$ cat config.mk
export PLATFORM = sky130hd
export DESIGN_NAME = mmio_bridge
export DESIGN_NICKNAME = d
export VERILOG_FILES = /design/src/mmio_bridge_pkg.sv /design/src/outbound_request_encoder.sv /design/src/return_reorder_buffer.sv /design/src/inbound_request_mapper.sv /design/src/mmio_bridge.sv
export VERILOG_INCLUDE_DIRS = /design/src
export SDC_FILE = /design/constraint.sdc
export NUM_CORES = 1
export LEC_CHECK = 0
export BUFFER_PORTS_ARGS = -buffer_cell sky130_fd_sc_hd__buf_2
export CAP_MARGIN = 20
export CORE_AREA = 3 3 236 238
export CTS_CLUSTER_SIZE = 14
export DETAILED_ROUTE_END_ITERATION = 6
export DIE_AREA = 0 0 239 241
export PLACE_DENSITY_LB_ADDON = 0.05
export SETUP_SLACK_MARGIN = 0.4
export SLEW_MARGIN = 10
export SYNTH_ARGS = -nofsm -noshare
export SYNTH_HDL_FRONTEND = slang
export SYNTH_SLANG_ARGS = --single-unit
export TNS_END_PERCENT = 100
$ cat constraint.sdc
create_clock -name clk_i -period 4.2 [get_ports clk_i]
set_input_delay 1.26 -clock clk_i [delete_from_list [all_inputs] [get_ports clk_i]]
set_output_delay 1.26 -clock clk_i [all_outputs]
set_load 0.01 [all_outputs]
$ cat src/mmio_bridge_settings.svh
`ifndef MMIO_BRIDGE_SETTINGS_SVH
`define MMIO_BRIDGE_SETTINGS_SVH

// Bus and network widths
`define MMIO_PADDR_WIDTH   32
`define MMIO_DATA_WIDTH    32
`define MMIO_EPA_WIDTH     16
`define MMIO_X_WIDTH       4
`define MMIO_Y_WIDTH       4
`define MMIO_REG_ID_WIDTH  5

// Transactions in flight toward the mesh
`define MMIO_OUTSTANDING   4

// Address regions taken from paddr bits 31:30
`define MMIO_REGION_TILE   2'b11
`define MMIO_REGION_CACHE  2'b10

// Device windows seen by inbound requests
`define MMIO_DEV_HOST_BASE    32'h0010_0000
`define MMIO_DEV_CFG_BASE     32'h0020_0000
`define MMIO_DEV_CLINT_BASE   32'h0030_0000
`define MMIO_DEV_BRIDGE_BASE  32'h0040_0000
`define MMIO_DEV_FIFO_BASE    32'h0050_0000

`endif

$ cat src/mmio_bridge_pkg.sv
`include "mmio_bridge_settings.svh"
`default_nettype none

package mmio_bridge_pkg;

  ////////////////////////////////////////////////////////////
  // Processor bus
  ////////////////////////////////////////////////////////////

  typedef enum logic [1:0]
  {
    e_proc_rd
    , e_proc_wr
    , e_proc_amo
  } proc_msg_e;

  typedef enum logic [1:0]
  {
    e_amoadd
    , e_amoor
    , e_amoswap
  } proc_amo_e;

  typedef enum logic [1:0]
  {
    e_size_1
    , e_size_2
    , e_size_4
  } proc_size_e;

  // Network requester with x in the low bits
  typedef struct packed
  {
    logic [`MMIO_REG_ID_WIDTH-1:0] reg_id;
    logic [`MMIO_Y_WIDTH-1:0]      y;
    logic [`MMIO_X_WIDTH-1:0]      x;
  } proc_did_s;

  typedef struct packed
  {
    proc_msg_e                    msg_type;
    proc_amo_e                    subop;
    proc_size_e                   size;
    logic [`MMIO_PADDR_WIDTH-1:0] addr;
    proc_did_s                    did;
  } proc_header_s;

  ////////////////////////////////////////////////////////////
  // Mesh packets
  ////////////////////////////////////////////////////////////

  typedef enum logic [2:0]
  {
    e_net_load
    , e_net_store
    , e_net_amoadd
    , e_net_amoor
    , e_net_amoswap
  } net_op_e;

  typedef struct packed
  {
    logic       is_byte;
    logic       is_half;
    logic [1:0] part_sel;
  } net_load_info_s;

  typedef struct packed
  {
    net_op_e                        op;
    logic [`MMIO_EPA_WIDTH-1:0]     addr;
    logic [`MMIO_X_WIDTH-1:0]       x;
    logic [`MMIO_Y_WIDTH-1:0]       y;
    logic [`MMIO_X_WIDTH-1:0]       src_x;
    logic [`MMIO_Y_WIDTH-1:0]       src_y;
    logic [`MMIO_REG_ID_WIDTH-1:0]  reg_id;
    logic [`MMIO_DATA_WIDTH/8-1:0]  mask;
    net_load_info_s                 load_info;
    logic [`MMIO_DATA_WIDTH-1:0]    data;
  } net_packet_s;

  typedef enum logic
  {
    e_ret_credit
    , e_ret_data
  } net_return_type_e;

  typedef struct packed
  {
    net_return_type_e              ret_type;
    logic [`MMIO_DATA_WIDTH-1:0]   data;
    logic [`MMIO_X_WIDTH-1:0]      x;
    logic [`MMIO_Y_WIDTH-1:0]      y;
    logic [`MMIO_REG_ID_WIDTH-1:0] reg_id;
  } net_return_s;

  // Life of one reorder entry
  typedef enum logic [1:0]
  {
    e_rob_free
    , e_rob_pending
    , e_rob_returned
  } rob_state_e;

endpackage

`default_nettype wire

$ cat src/outbound_request_encoder.sv
`include "mmio_bridge_settings.svh"
`timescale 1ns/1ns
`default_nettype none

module outbound_request_encoder
  (input  mmio_bridge_pkg::proc_header_s        proc_fwd_header_i
   , input  logic [`MMIO_DATA_WIDTH-1:0]        proc_fwd_data_i
   , input  logic                               proc_fwd_v_i
   , input  logic [`MMIO_REG_ID_WIDTH-1:0]      trans_id_i

   , input  logic [`MMIO_X_WIDTH-1:0]           host_x_i
   , input  logic [`MMIO_Y_WIDTH-1:0]           host_y_i
   , input  logic [`MMIO_X_WIDTH-1:0]           global_x_i
   , input  logic [`MMIO_Y_WIDTH-1:0]           global_y_i

   , output mmio_bridge_pkg::net_packet_s       net_req_packet_o
   );

  import mmio_bridge_pkg::*;

  logic [`MMIO_PADDR_WIDTH-1:0]  addr;
  logic [1:0]                    region;
  logic                          is_tile;
  logic                          is_cache;
  logic [1:0]                    cache_row;
  logic [`MMIO_Y_WIDTH-1:0]      cache_y;
  logic [`MMIO_DATA_WIDTH/8-1:0] store_mask;

  assign addr   = proc_fwd_header_i.addr;
  assign region = addr[`MMIO_PADDR_WIDTH-1-:2];

  assign is_tile  = proc_fwd_v_i & (region == `MMIO_REGION_TILE);
  assign is_cache = proc_fwd_v_i & (region == `MMIO_REGION_CACHE);

  // Cache tiles sit on even rows; row field 0 is the bottom edge
  assign cache_row = addr[23:22];
  assign cache_y   = (cache_row == 2'b00) ? 4'hf : {1'b0, cache_row, 1'b0};

  always_comb
  begin
    case (proc_fwd_header_i.size)
      e_size_1: store_mask = 4'h1 << addr[1:0];
      e_size_2: store_mask = 4'h3 << addr[1:0];
      default:  store_mask = 4'hf << addr[1:0];
    endcase
  end

  ////////////////////////////////////////////////////////////
  // Packet assembly
  ////////////////////////////////////////////////////////////

  always_comb
  begin
    net_req_packet_o        = '0;
    net_req_packet_o.src_x  = global_x_i;
    net_req_packet_o.src_y  = global_y_i;
    net_req_packet_o.reg_id = trans_id_i;

    // Route by region
    if (is_tile)
    begin
      net_req_packet_o.addr = `MMIO_EPA_WIDTH'(addr[13:2]);
      net_req_packet_o.x    = addr[17:14];
      net_req_packet_o.y    = addr[21:18];
    end
    else if (is_cache)
    begin
      net_req_packet_o.addr = addr[17:2];
      net_req_packet_o.x    = addr[21:18];
      net_req_packet_o.y    = cache_y;
    end
    else
    begin
      net_req_packet_o.addr = addr[17:2];
      net_req_packet_o.x    = host_x_i;
      net_req_packet_o.y    = host_y_i;
    end

    case (proc_fwd_header_i.msg_type)
      e_proc_rd:
      begin
        net_req_packet_o.op                 = e_net_load;
        net_req_packet_o.load_info.is_byte  = (proc_fwd_header_i.size == e_size_1);
        net_req_packet_o.load_info.is_half  = (proc_fwd_header_i.size == e_size_2);
        net_req_packet_o.load_info.part_sel = addr[1:0];
      end
      e_proc_amo:
      begin
        net_req_packet_o.data = proc_fwd_data_i;
        case (proc_fwd_header_i.subop)
          e_amoadd: net_req_packet_o.op = e_net_amoadd;
          e_amoor:  net_req_packet_o.op = e_net_amoor;
          default:  net_req_packet_o.op = e_net_amoswap;
        endcase
      end
      default:
      begin
        net_req_packet_o.op   = e_net_store;
        net_req_packet_o.mask = store_mask;
        net_req_packet_o.data = proc_fwd_data_i;
      end
    endcase
  end

endmodule

`default_nettype wire

$ cat src/return_reorder_buffer.sv
`include "mmio_bridge_settings.svh"
`timescale 1ns/1ns
`default_nettype none

module return_reorder_buffer
  #(parameter int unsigned depth_p = `MMIO_OUTSTANDING)
  (input  logic                                 clk_i
   , input  logic                               reset_i

   // One allocation per outbound request
   , input  logic                               alloc_yumi_i
   , input  mmio_bridge_pkg::proc_header_s      alloc_header_i
   , output logic [`MMIO_REG_ID_WIDTH-1:0]      alloc_id_o
   , output logic                               alloc_v_o

   // Returns from the mesh in any order
   , input  logic                               ret_v_i
   , input  mmio_bridge_pkg::net_return_s       ret_i

   // In-order release to the processor
   , output logic                               deq_v_o
   , output mmio_bridge_pkg::proc_header_s      deq_header_o
   , output logic [`MMIO_DATA_WIDTH-1:0]        deq_data_o
   , input  logic                               deq_yumi_i
   );

  import mmio_bridge_pkg::*;

  localparam int unsigned ptr_width_lp = (depth_p > 1) ? $clog2(depth_p) : 1;

  rob_state_e                  state_r    [depth_p];
  proc_header_s                header_mem [depth_p];
  logic [`MMIO_DATA_WIDTH-1:0] data_mem   [depth_p];

  logic [ptr_width_lp-1:0]     head_r;
  logic [ptr_width_lp-1:0]     tail_r;
  logic [ptr_width_lp-1:0]     ret_id;
  logic [`MMIO_DATA_WIDTH-1:0] ret_data;

  function automatic logic [ptr_width_lp-1:0] next_ptr
    (input logic [ptr_width_lp-1:0] ptr);
    next_ptr = (ptr == ptr_width_lp'(depth_p - 1)) ? '0 : ptr + 1'b1;
  endfunction

  assign ret_id = ret_i.reg_id[ptr_width_lp-1:0];

  // Store credits complete with zero data
  assign ret_data = (ret_i.ret_type == e_ret_credit) ? '0 : ret_i.data;

  assign alloc_v_o  = (state_r[tail_r] == e_rob_free);
  assign alloc_id_o = `MMIO_REG_ID_WIDTH'(tail_r);

  assign deq_v_o      = (state_r[head_r] == e_rob_returned);
  assign deq_header_o = header_mem[head_r];
  assign deq_data_o   = data_mem[head_r];

  ////////////////////////////////////////////////////////////
  // Entry state and pointers
  ////////////////////////////////////////////////////////////

  // Alloc, return and release always hit distinct entries
  always_ff @(posedge clk_i)
  begin
    if (reset_i)
    begin
      for (int i = 0; i < depth_p; i++)
      begin
        state_r[i] <= e_rob_free;
      end
      head_r <= '0;
      tail_r <= '0;
    end
    else
    begin
      if (alloc_yumi_i)
      begin
        state_r[tail_r] <= e_rob_pending;
        tail_r          <= next_ptr(tail_r);
      end
      if (ret_v_i)
      begin
        state_r[ret_id] <= e_rob_returned;
      end
      if (deq_yumi_i)
      begin
        state_r[head_r] <= e_rob_free;
        head_r          <= next_ptr(head_r);
      end
    end
  end

  // Payload storage
  always_ff @(posedge clk_i)
  begin
    if (alloc_yumi_i)
    begin
      header_mem[tail_r] <= alloc_header_i;
    end
    if (ret_v_i)
    begin
      data_mem[ret_id] <= ret_data;
    end
  end

  ////////////////////////////////////////////////////////////
  // Protocol checks
  ////////////////////////////////////////////////////////////

  // Mesh only answers IDs that were sent out and not yet answered
  a_ret_pending: assert property (@(posedge clk_i) disable iff (reset_i)
    ret_v_i |-> (state_r[ret_id] == e_rob_pending));

  // Bridge never issues a request without a free ID
  a_alloc_free: assert property (@(posedge clk_i) disable iff (reset_i)
    alloc_yumi_i |-> alloc_v_o);

  a_deq_valid: assert property (@(posedge clk_i) disable iff (reset_i)
    deq_yumi_i |-> deq_v_o);

endmodule

`default_nettype wire

$ cat src/inbound_request_mapper.sv
`include "mmio_bridge_settings.svh"
`timescale 1ns/1ns
`default_nettype none

module inbound_request_mapper
  (input  mmio_bridge_pkg::net_packet_s         net_in_packet_i
   , input  logic                               net_in_v_i
   , output logic                               net_in_yumi_o

   , output mmio_bridge_pkg::proc_header_s      proc_fwd_header_o
   , output logic [`MMIO_DATA_WIDTH-1:0]        proc_fwd_data_o
   , output logic                               proc_fwd_v_o
   , input  logic                               proc_fwd_ready_and_i

   , input  mmio_bridge_pkg::proc_header_s      proc_rev_header_i
   , input  logic [`MMIO_DATA_WIDTH-1:0]        proc_rev_data_i
   , input  logic                               proc_rev_v_i
   , output logic                               proc_rev_ready_and_o

   , output mmio_bridge_pkg::net_return_s       net_ret_o
   , output logic                               net_ret_v_o
   );

  import mmio_bridge_pkg::*;

  logic [`MMIO_EPA_WIDTH-1:0]   byte_off;
  logic [3:0]                   dev;
  logic [`MMIO_PADDR_WIDTH-1:0] dev_base;

  // Word address to byte offset for aligned accesses
  assign byte_off = net_in_packet_i.addr << 2;
  assign dev      = byte_off[15:12];

  always_comb
  begin
    case (dev)
      4'h1:    dev_base = `MMIO_DEV_HOST_BASE;
      4'h2:    dev_base = `MMIO_DEV_CFG_BASE;
      4'h3:    dev_base = `MMIO_DEV_CLINT_BASE;
      4'h4:    dev_base = `MMIO_DEV_BRIDGE_BASE;
      4'h5:    dev_base = `MMIO_DEV_FIFO_BASE;
      // Bridge answers stray packets
      default: dev_base = `MMIO_DEV_BRIDGE_BASE;
    endcase
  end

  ////////////////////////////////////////////////////////////
  // Mesh request to processor forward bus
  ////////////////////////////////////////////////////////////

  always_comb
  begin
    proc_fwd_header_o            = '0;
    proc_fwd_header_o.msg_type   = (net_in_packet_i.op == e_net_load) ? e_proc_rd : e_proc_wr;
    proc_fwd_header_o.size       = e_size_4;
    proc_fwd_header_o.addr       = dev_base + `MMIO_PADDR_WIDTH'(byte_off[11:0]);
    proc_fwd_header_o.did.x      = net_in_packet_i.src_x;
    proc_fwd_header_o.did.y      = net_in_packet_i.src_y;
    proc_fwd_header_o.did.reg_id = net_in_packet_i.reg_id;
  end

  assign proc_fwd_data_o = net_in_packet_i.data;
  assign proc_fwd_v_o    = net_in_v_i;
  assign net_in_yumi_o   = proc_fwd_v_o & proc_fwd_ready_and_i;

  ////////////////////////////////////////////////////////////
  // Processor response to mesh return
  ////////////////////////////////////////////////////////////

  assign proc_rev_ready_and_o = 1'b1;
  assign net_ret_v_o          = proc_rev_v_i & proc_rev_ready_and_o;

  always_comb
  begin
    net_ret_o.ret_type = (proc_rev_header_i.msg_type == e_proc_wr) ? e_ret_credit : e_ret_data;
    net_ret_o.data     = proc_rev_data_i;
    net_ret_o.x        = proc_rev_header_i.did.x;
    net_ret_o.y        = proc_rev_header_i.did.y;
    net_ret_o.reg_id   = proc_rev_header_i.did.reg_id;
  end

endmodule

`default_nettype wire

$ cat src/mmio_bridge.sv
`include "mmio_bridge_settings.svh"
`timescale 1ns/1ns
`default_nettype none

module mmio_bridge
  (input  logic                                 clk_i
   , input  logic                               reset_i

   // Processor requests toward the mesh
   , input  mmio_bridge_pkg::proc_header_s      proc_fwd_header_i
   , input  logic [`MMIO_DATA_WIDTH-1:0]        proc_fwd_data_i
   , input  logic                               proc_fwd_v_i
   , output logic                               proc_fwd_ready_and_o

   , output mmio_bridge_pkg::proc_header_s      proc_rev_header_o
   , output logic [`MMIO_DATA_WIDTH-1:0]        proc_rev_data_o
   , output logic                               proc_rev_v_o
   , input  logic                               proc_rev_ready_and_i

   // Mesh requests toward the processor
   , output mmio_bridge_pkg::proc_header_s      proc_fwd_header_o
   , output logic [`MMIO_DATA_WIDTH-1:0]        proc_fwd_data_o
   , output logic                               proc_fwd_v_o
   , input  logic                               proc_fwd_ready_and_i

   , input  mmio_bridge_pkg::proc_header_s      proc_rev_header_i
   , input  logic [`MMIO_DATA_WIDTH-1:0]        proc_rev_data_i
   , input  logic                               proc_rev_v_i
   , output logic                               proc_rev_ready_and_o

   // Mesh endpoint packet ports
   , output mmio_bridge_pkg::net_packet_s       net_req_packet_o
   , output logic                               net_req_v_o
   , input  logic                               net_req_ready_i

   , input  mmio_bridge_pkg::net_return_s       net_ret_i
   , input  logic                               net_ret_v_i

   , input  mmio_bridge_pkg::net_packet_s       net_in_packet_i
   , input  logic                               net_in_v_i
   , output logic                               net_in_yumi_o

   , output mmio_bridge_pkg::net_return_s       net_ret_o
   , output logic                               net_ret_v_o

   , input  logic [`MMIO_X_WIDTH-1:0]           host_x_i
   , input  logic [`MMIO_Y_WIDTH-1:0]           host_y_i
   , input  logic [`MMIO_X_WIDTH-1:0]           global_x_i
   , input  logic [`MMIO_Y_WIDTH-1:0]           global_y_i
   );

  logic [`MMIO_REG_ID_WIDTH-1:0] trans_id;
  logic                          alloc_v;
  logic                          alloc_yumi;
  logic                          deq_yumi;

  // Request goes out only with a free ID and a ready endpoint
  assign proc_fwd_ready_and_o = alloc_v & net_req_ready_i;
  assign alloc_yumi           = proc_fwd_v_i & proc_fwd_ready_and_o;
  assign net_req_v_o          = alloc_yumi;
  assign deq_yumi             = proc_rev_v_o & proc_rev_ready_and_i;

  outbound_request_encoder u_encoder
    (.proc_fwd_header_i (proc_fwd_header_i)
     ,.proc_fwd_data_i  (proc_fwd_data_i)
     ,.proc_fwd_v_i     (proc_fwd_v_i)
     ,.trans_id_i       (trans_id)
     ,.host_x_i         (host_x_i)
     ,.host_y_i         (host_y_i)
     ,.global_x_i       (global_x_i)
     ,.global_y_i       (global_y_i)
     ,.net_req_packet_o (net_req_packet_o)
     );

  return_reorder_buffer #(.depth_p(`MMIO_OUTSTANDING)) u_rob
    (.clk_i           (clk_i)
     ,.reset_i        (reset_i)
     ,.alloc_yumi_i   (alloc_yumi)
     ,.alloc_header_i (proc_fwd_header_i)
     ,.alloc_id_o     (trans_id)
     ,.alloc_v_o      (alloc_v)
     ,.ret_v_i        (net_ret_v_i)
     ,.ret_i          (net_ret_i)
     ,.deq_v_o        (proc_rev_v_o)
     ,.deq_header_o   (proc_rev_header_o)
     ,.deq_data_o     (proc_rev_data_o)
     ,.deq_yumi_i     (deq_yumi)
     );

  inbound_request_mapper u_mapper
    (.net_in_packet_i       (net_in_packet_i)
     ,.net_in_v_i           (net_in_v_i)
     ,.net_in_yumi_o        (net_in_yumi_o)
     ,.proc_fwd_header_o    (proc_fwd_header_o)
     ,.proc_fwd_data_o      (proc_fwd_data_o)
     ,.proc_fwd_v_o         (proc_fwd_v_o)
     ,.proc_fwd_ready_and_i (proc_fwd_ready_and_i)
     ,.proc_rev_header_i    (proc_rev_header_i)
     ,.proc_rev_data_i      (proc_rev_data_i)
     ,.proc_rev_v_i         (proc_rev_v_i)
     ,.proc_rev_ready_and_o (proc_rev_ready_and_o)
     ,.net_ret_o            (net_ret_o)
     ,.net_ret_v_o          (net_ret_v_o)
     );

endmodule

`default_nettype wire

Yosys cells after proc, flatten, opt, wreduce, memory -nomap -nowiden

Memory sizes are Yosys's and may differ from the RTL's. A register that Yosys moved wholly into a read port is not among the register bits.
Index checks and enable logic that the tools add are counted.
W data, S select, Z words.

Register bits: 4
Bits in latches: 0
Bits in writable memories: 340
ROM bits: 0
Input port bits: 317
Output and inout port bits: 299
Word-level logic and storage cells: 85
Memories: 3

Memory list:

| memory           | words | bits a word | rd ports | clocked after memory_dff | wr ports | line                        | source |
|---|---|---|---|---|---|---|---|
| u_rob.header_mem | 4     | 51          | 1        | 1                        | 1        | return_reorder_buffer.sv:32 | `proc_header_s header_mem [depth_p];` |
| u_rob.data_mem   | 4     | 32          | 1        | 1                        | 1        | return_reorder_buffer.sv:33 | `` logic [`MMIO_DATA_WIDTH-1:0] data_mem [depth_p]; `` |
| u_rob.state_r    | 4     | 2           | 2        | 2                        | 4        | return_reorder_buffer.sv:31 | `rob_state_e state_r [depth_p];` |

Add/sub/neg operators: 3
Multipliers: 0
Divide/modulo/power cells: 0
Magnitude comparators: 0
Eq/ne operators: 13
Shift-type cells: 3
Muxes and demuxes: 45
Bitwise gates (word level): 6
Reductions and logical operators: 10

Operator list:

| operator              | count |
|---|---|
| $pmux W23 S4          | 1 |
| $mux W32              | 2 |
| $mux W2               | 16 |
| $add A23 B12 Y24      | 1 |
| $mux W24              | 1 |
| $mux W1               | 18 |
| $eq A2 B2 Y1 const B  | 6 |
| $mux W4               | 3 |
| $pmux W3 S2           | 2 |
| $logic_not A2 Y1      | 5 |
| $eq A4 B2 Y1 const B  | 2 |
| $mux W8               | 1 |
| $pmux W4 S2           | 1 |
| $reduce_or A2 Y1      | 4 |
| $and A1 B1 Y1         | 6 |
| $eq A2 B1 Y1 const B  | 3 |
| $add A2 B1 Y2 const B | 2 |
| $eq A4 B1 Y1 const B  | 1 |
| $eq A4 B3 Y1 const B  | 1 |
| $shl A1 B2 Y4 const A | 1 |
| $shl A2 B2 Y4 const A | 1 |
| $shl A4 B2 Y4 const A | 1 |
| $logic_not A3 Y1      | 1 |

Depth between registers and ports, before layout

Gate-level depths: netlist of the first run.

Word-level depth: 8
Depth in mapped cells: 6
Depth with buffers taken out: 5

Cells and area by module

A second synthesis of the first run with hierarchy kept.

Cell total of the unflattened synthesis: 816
Area, all modules: 14,855.5 um^2

By module, submodules not included:

| module                   | times used | cells an instance | area an instance (um^2) | seq. area each (um^2) |
|---|---|---|---|---|
| return_reorder_buffer    | 1          | 561               | 13,032.5                | 10,289.9 |
| inbound_request_mapper   | 1          | 137               | 1,006.0                 | 0.0 |
| outbound_request_encoder | 1          | 115               | 798.3                   | 0.0 |
| mmio_bridge              | 1          | 3                 | 18.8                    | 0.0 |

Worst setup path after synthesis of the first run

No wires, ideal clock.

Path kind: input to register
Start point: input net_ret_i[1] (netlist bit)
End point: memory u_rob.state_r[0][1] (netlist bit)
Setup time: 85 ps
Arrival time: 4,243 ps
Data required time: 4,115 ps
Slack: -127 ps
Stages on the path: 3
Path buffers: 0
Cells stage by stage: nor3b_1 nor3_1 a211oi_2

RTL lines:

| element     | line                        | source |
|---|---|---|
| from (decl) | mmio_bridge.sv:36           | `, input mmio_bridge_pkg::net_return_s net_ret_i` |
| to (decl)   | return_reorder_buffer.sv:31 |  |

==> metrics.cfg, run 1 <==
[run_status]
status = finished clean

[power_and_ir_drop]
total_power_mw = 8.18
p_leak_nw = 6.06
vdd_drop_max_mv = 0.306
powerDensity_nw_per_um2 = 464

[cells_and_area]
final_nets = 1357
postLayoutCoreUtil = 0.328
area_growth_pct = 19.8
fin_cells = 1763
n_fill_cell = 5286
final_cell_mix = edfxtp_1, buf_2, mux4_2
layout_commonest_cell = edfxtp_1
drive_gt1_frac = 0.460
final_area_sq_um = 17600

[timing]
setup_tns_ns = 0
skew_ns = 0.0160
maxSlewViolCount = 0
min_period_ns = 3.63
worstMarginPinSlew_ns = 0.854
layout_setup_ws_ns = 0.572
finalSetupViolCount = 0
fmax_ghz = 0.276
rsz0062_at_grt = no
maxSlewHeadroom = 0.430
hold_violations = 0
hold-worst-slack_ns = 0.546
fin_crit_sh = 0.864

[synth]
yosysUniqueCellTypes = 38
synth_edf_count = 332
yosys_warnings = 0
syn_avg_cell_area_sq_um = 18.0
ys_seq_area_frac = 0.699
synth_area_sq_um = 14700
yosys_register_bits = 348
synth_top_flop_cell = edfxtp_1
syn_inst = 817
async_reset_ff_frac = 0

[worst_hold_path]
min_from = u_rob.state_r[1][1]$_SDFFE_PP0P_
whs_path_depth = 2
hold_end = u_rob.state_r[1][1]$_SDFFE_PP0P_
min_path_type = reg2reg

[worst_setup_path]
path_class = in2out
reg2reg_to = u_rob.header_mem[2][6]$_DFFE_PP_
cp_max_fo = 16
rr_worst_depth = 5
required_ns = 2.94
crit_arrival_ns = 2.37
slowest_delay_ns = 0.34
start_kind = primary input
cp-end-kind = primary output
reg2reg_setup_slack_ns = 1.62
crit_path_cell_trace = buf_2 > nand2_1 > o21ai_0 > buf_2
r2r_start = u_rob.state_r[2][1]$_SDFFE_PP0P_
cpMaxStageDelayCell = nand2_1
crit_top_cell = buf_2

[detailed_routing]
antenna_left = 0
vias = 7664
drcViolationCount = 0
dr.first_iter.drc_count = 395
routedWlPerCell_microns = 22.3
dr.pass1.iters = 4
vias_per_cell = 4.35
routed_wl_mm = 39.3

[floorplan]
die_area_sq_um = 57600
initial_utilization = 0.274
die_x_microns = 239
pin_count = 616
core-area_sq_um = 53800
rows = 85
die_h_microns = 241

[clock_tree]
cts_resized = 0
clk_pin_slew_ns = 0.06
cts_max_level = 2
cts_tree = yes
clock_path_buffers = 3
post-cts-setup-buffer-count = 0
clockRootBuffer = clkbuf_16
clock_latency_ns = 0.55
postCtsHoldBufs = 0
cts_buffers = 43
cts.sinks = 348

[placed_design]
placed_cell_area_sq_um = 16300
hpwlAfterDp_mm = 26.6
io_buffers = 304
placed_cells = 1683
gp_congestion = 0.709
pre_cts_slack_ns = 0.565

[global_route]
grt_pass1_wl_mm = 55.3
grt_max_degree = 52
grt_pass1_vias = 7783
antenna_found_initial = 10
grt-ovfl-total = 0
grt_usage = 0.132

[job]
max_cap_viol_count = 0

-- final cells by class --
type                            instances  area, sq um  share of cell area
Clock buffer                           55         1120              0.0635
Clock inverter                         22          263              0.0149
Sequential cell                       348        10300               0.584
Timing Repair Buffer                  325         1780               0.101
Multi-Input combinational cell        305         3270               0.185
Antenna cell                            3         7.51            0.000426
Inverter                                9         33.8             0.00191
Tap cell                              696          871              0.0494
-- cell families after synthesis --
kind of cell | after synthesis | synth area share
buffers and inverters | 190 | 0.0878
adders and majority gates | 8 | 0.00680
other | 2 | 0.000510
AOI/OAI and AO/OA | 42 | 0.0209
DFF | 348 | 0.699
muxes | 88 | 0.131
and+or+nand+nor | 139 | 0.0540
-- flip-flops by register name (all words and copies together), names as in the netlist, named ones only --
register          flops
u_rob.tail_r          2
u_rob.state_r         8
u_rob.data_mem      128
u_rob.head_r          2
u_rob.header_mem    204
-- synth_stat cells, types with 11 or more instances --
library cell	instances	area share
o21ai_0	11	0.0037
dfxtp_1	16	0.022
and2_1	45	0.019
nor2_1	17	0.0043
nor2b_1	32	0.014
edfxtp_1	332	0.68
nand2_1	12	0.0031
mux4_2	84	0.13
buf_4	151	0.077
clkbuf_1	11	0.0028
-- where the power goes --
part	internal, mW	switching (mW)	total, mW
Sequential	3.93	0.0336	3.96
Combinational	0.250	0.347	0.597
Clock	2.25	1.38	3.62
Total	6.42	1.76	8.18
-- how the worst max path moves through the flow --
stage                                             endpoint  slack (ns)             from
final                                 net_req_packet_o[60]        0.57     proc_fwd_v_i
after global routing                  net_req_packet_o[59]        0.43     proc_fwd_v_i
after CTS                            proc_rev_header_o[40]        0.50        flip-flop
after detailed placement              net_req_packet_o[60]        0.56     proc_fwd_v_i
after global placement                net_req_packet_o[60]        0.60     proc_fwd_v_i
after floorplan           u_rob.header_mem[0][0]$_DFFE_PP_        0.65  net_req_ready_i
-- layer usage --
layer / track usage / part of all wire / vias to the layer above
met3: 0.0722 / 0.12 / 76
met2: 0.181 / 0.42 / 363
met5: 0.0205 / 0.0043 / -
met1: 0.176 / 0.43 / 3795
met4: 0.0387 / 0.023 / 14
li1: - / - / 3416
-- critical path, delay by kind of cell --
family / cells / cell delay [ns]
AO/OA/AOI/OAI: 1 / 0.29
buffers and inverters: 2 / 0.46
AND/OR/NAND/NOR: 1 / 0.34
Note: power is estimated with default switching activity, not from simulation.
==> inputs of run 2 (changes only) <==
CELL_PAD_IN_SITES_DETAIL_PLACEMENT = 2   (was default)
CELL_PAD_IN_SITES_GLOBAL_PLACEMENT = 2   (was default)
CORE_AREA = 3 3 237 239   (was 3 3 236 238)
DIE_AREA = 0 0 240 242   (was 0 0 239 241)
==> run 2 against run 1 <==
Compared with the run above:
- register-to-register slack better by 0.12 ns
- sequential cell count stayed put
- power shrank 4.8%
- die area increased by 0.84%
- clock power down 11%
- first-iteration DRC count down 14%
- non-clock buffer count decreased by 1
- clock skew increased by 0.00081 ns
- hold slack improved by 0.0050 ns
- final cell count is 0.40% lower
- critical endpoint is now net_req_packet_o[55]
- largest cell class unchanged
==> metrics.cfg, run 2 (synthesis gave the netlist of run 1 again) <==
[run_status]
status = finished clean

[timing]
rsz0062_at_grt = no
setup_tns_ns = 0  ; unchanged
worstMarginPinSlew_ns = 0.814  ; -0.0405 ns
skew_ns = 0.0168  ; +0.000810 ns
min_period_ns = 3.52  ; -0.104 ns
hold_violations = 0  ; unchanged
maxSlewHeadroom = 0.456  ; +0.0263
maxSlewViolCount = 0  ; unchanged
fin_crit_sh = 0.839  ; -0.0247
finalSetupViolCount = 0  ; unchanged
fmax_ghz = 0.284  ; +2.9%

[power_and_ir_drop]
total_power_mw = 7.79  ; -4.8%
p_leak_nw = 5.97  ; -1.4%
vdd_drop_max_mv = 0.324  ; +5.7%
powerDensity_nw_per_um2 = 446  ; -3.8%

[floorplan]
die_x_microns = 240  ; +0.42%
die_h_microns = 242  ; +0.41%
pin_count = 616  ; unchanged
initial_utilization = 0.273  ; -0.00108
core-area_sq_um = 54000  ; +0.40%
die_area_sq_um = 58100  ; +0.84%
rows = 85  ; unchanged

[worst_setup_path]
start_kind = primary input
cp-end-kind = primary output
crit_arrival_ns = 2.26  ; -0.11 ns
path_class = in2out
slowest_delay_ns = 0.33  ; about the same
crit_path_cell_trace = buf_2 > nand2_1 > o21ai_0 > buf_2
required_ns = 2.94  ; about the same
cpMaxStageDelayCell = nand2_1
cp_max_fo = 16  ; unchanged
crit_top_cell = buf_2

[clock_tree]
clockRootBuffer = clkbuf_16
cts.sinks = 348  ; unchanged
clock_path_buffers = 3  ; unchanged
clock_latency_ns = 0.54  ; about the same
postCtsHoldBufs = 0  ; unchanged
post-cts-setup-buffer-count = 0  ; unchanged
cts_max_level = 2  ; unchanged
clk_pin_slew_ns = 0.05  ; about the same
cts_resized = 0  ; unchanged
cts_tree = yes
cts_buffers = 43  ; unchanged

[worst_hold_path]
min_path_type = reg2reg

[job]
max_cap_viol_count = 0  ; unchanged

[cells_and_area]
n_fill_cell = 5496  ; +4.0%
final_cell_mix = edfxtp_1, buf_2, mux4_2
fin_cells = 1756  ; -0.40%
final_nets = 1356  ; -0.074%
largest_register_ffs = 204  ; unchanged
layout_commonest_cell = edfxtp_1
reg_top3 = u_rob.header_mem x204, u_rob.data_mem x128, u_rob.state_r x8
drive_gt1_frac = 0.456  ; -0.00358
regMostFlops = u_rob.header_mem
area_growth_pct = 18.5

[placed_design]
placed_cells = 1682  ; -0.059%
hpwlAfterDp_mm = 29.5  ; +11%
io_buffers = 304  ; unchanged
gp_congestion = 0.749  ; +5.6%

[detailed_routing]
routed_wl_mm = 42.9  ; +9.2%
routedWlPerCell_microns = 24.5  ; +9.6%
dr.pass1.iters = 4  ; unchanged
dr.first_iter.drc_count = 338  ; -14%
vias = 7786  ; +1.6%
top_layer = met5
vias_per_cell = 4.43  ; +2.0%
wl_met1_mm = 19.2  ; +12%
antenna_left = 0  ; unchanged
drcViolationCount = 0  ; unchanged
met3WireLength_mm = 3.89  ; -16%
dr_wl_met2_mm = 19.1  ; +15%

[global_route]
grt_pass1_wl_mm = 61.8  ; +12%
grt_usage = 0.145  ; +0.0134
antenna_found_initial = 6  ; -4
grt_max_degree = 52  ; unchanged
grt_pass1_vias = 8679  ; +12%
grt-ovfl-total = 0  ; unchanged

## run 2: cell count changes in the layout (fill, tap and decap cells not counted)
cell        delta
clkinv_2       +1
clkbuf_1       -4
bufinv_16      -6
clkinvlp_4     -1
inv_6          +1
clkinv_1       +4
clkinv_4       -1
buf_4          -1
## run 2: where the power goes
group	switching, mW	internal [mW]	leakage (nW)
combinational	0.357	0.253	2.35
sequential	0.0315	3.93	3.04
clock	1.36	1.86	0.587
total	1.75	6.04	5.97
## run 2: layout make-up
class,instances,area (sq um),share of cell area
antenna,3,7.51,0.000430
clock buffer,51,1110,0.0634
multi-input combinational,305,3270,0.187
clock inverter,20,95.1,0.00545
sequential,348,10300,0.590
tap,696,871,0.0499
timing repair buffer,324,1770,0.102
inverter,9,33.8,0.00194
## run 2: metal layers
metal / vias up / GRT usage
met5: - / 0.00337
met4: 10 / 0.0355
met3: 55 / 0.0656
met2: 313 / 0.212
met1: 4010 / 0.196
li1: 3398 / -
## run 2: metrics by stage
step | utilization | hold slack [ns] | cell area (sq um) | worst slack, ns
after global placement | 0.301 | 0.532 | 16200 | 0.677
final | 0.323 | 0.551 | 17500 | 0.676
after floorplan | - | 0.501 | 14800 | 0.648
after CTS | 0.323 | 0.557 | 17400 | 0.620
after global routing | 0.323 | 0.597 | 17400 | 0.481
after detailed placement | 0.301 | 0.549 | 16200 | 0.665
## run 2: worst paths after layout
| kind | start | endpoint | slack, ns | depth (start not counted) |
|---|---|---|---|---|
| worst min register to register | u_rob.state_r[1][1]$_SDFFE_PP0P_ | u_rob.state_r[1][1]$_SDFFE_PP0P_ | 0.55 | 2 |
| worst max register to register | flip-flop | u_rob.header_mem[0][13]$_DFFE_PP_ | 1.74 | 6 |
| worst max-delay path | proc_fwd_v_i | net_req_packet_o[55] | 0.68 | 4 |
| worst min-delay path | u_rob.state_r[1][1]$_SDFFE_PP0P_ | u_rob.state_r[1][1]$_SDFFE_PP0P_ | 0.55 | 2 |
## run 2: worst max-delay path, delay by kind of cell
kind | cells | cell delay (ns)
buffers and inverters | 2 | 0.40
and+or+nand+nor | 1 | 0.33
AOI/OAI and AO/OA | 1 | 0.27
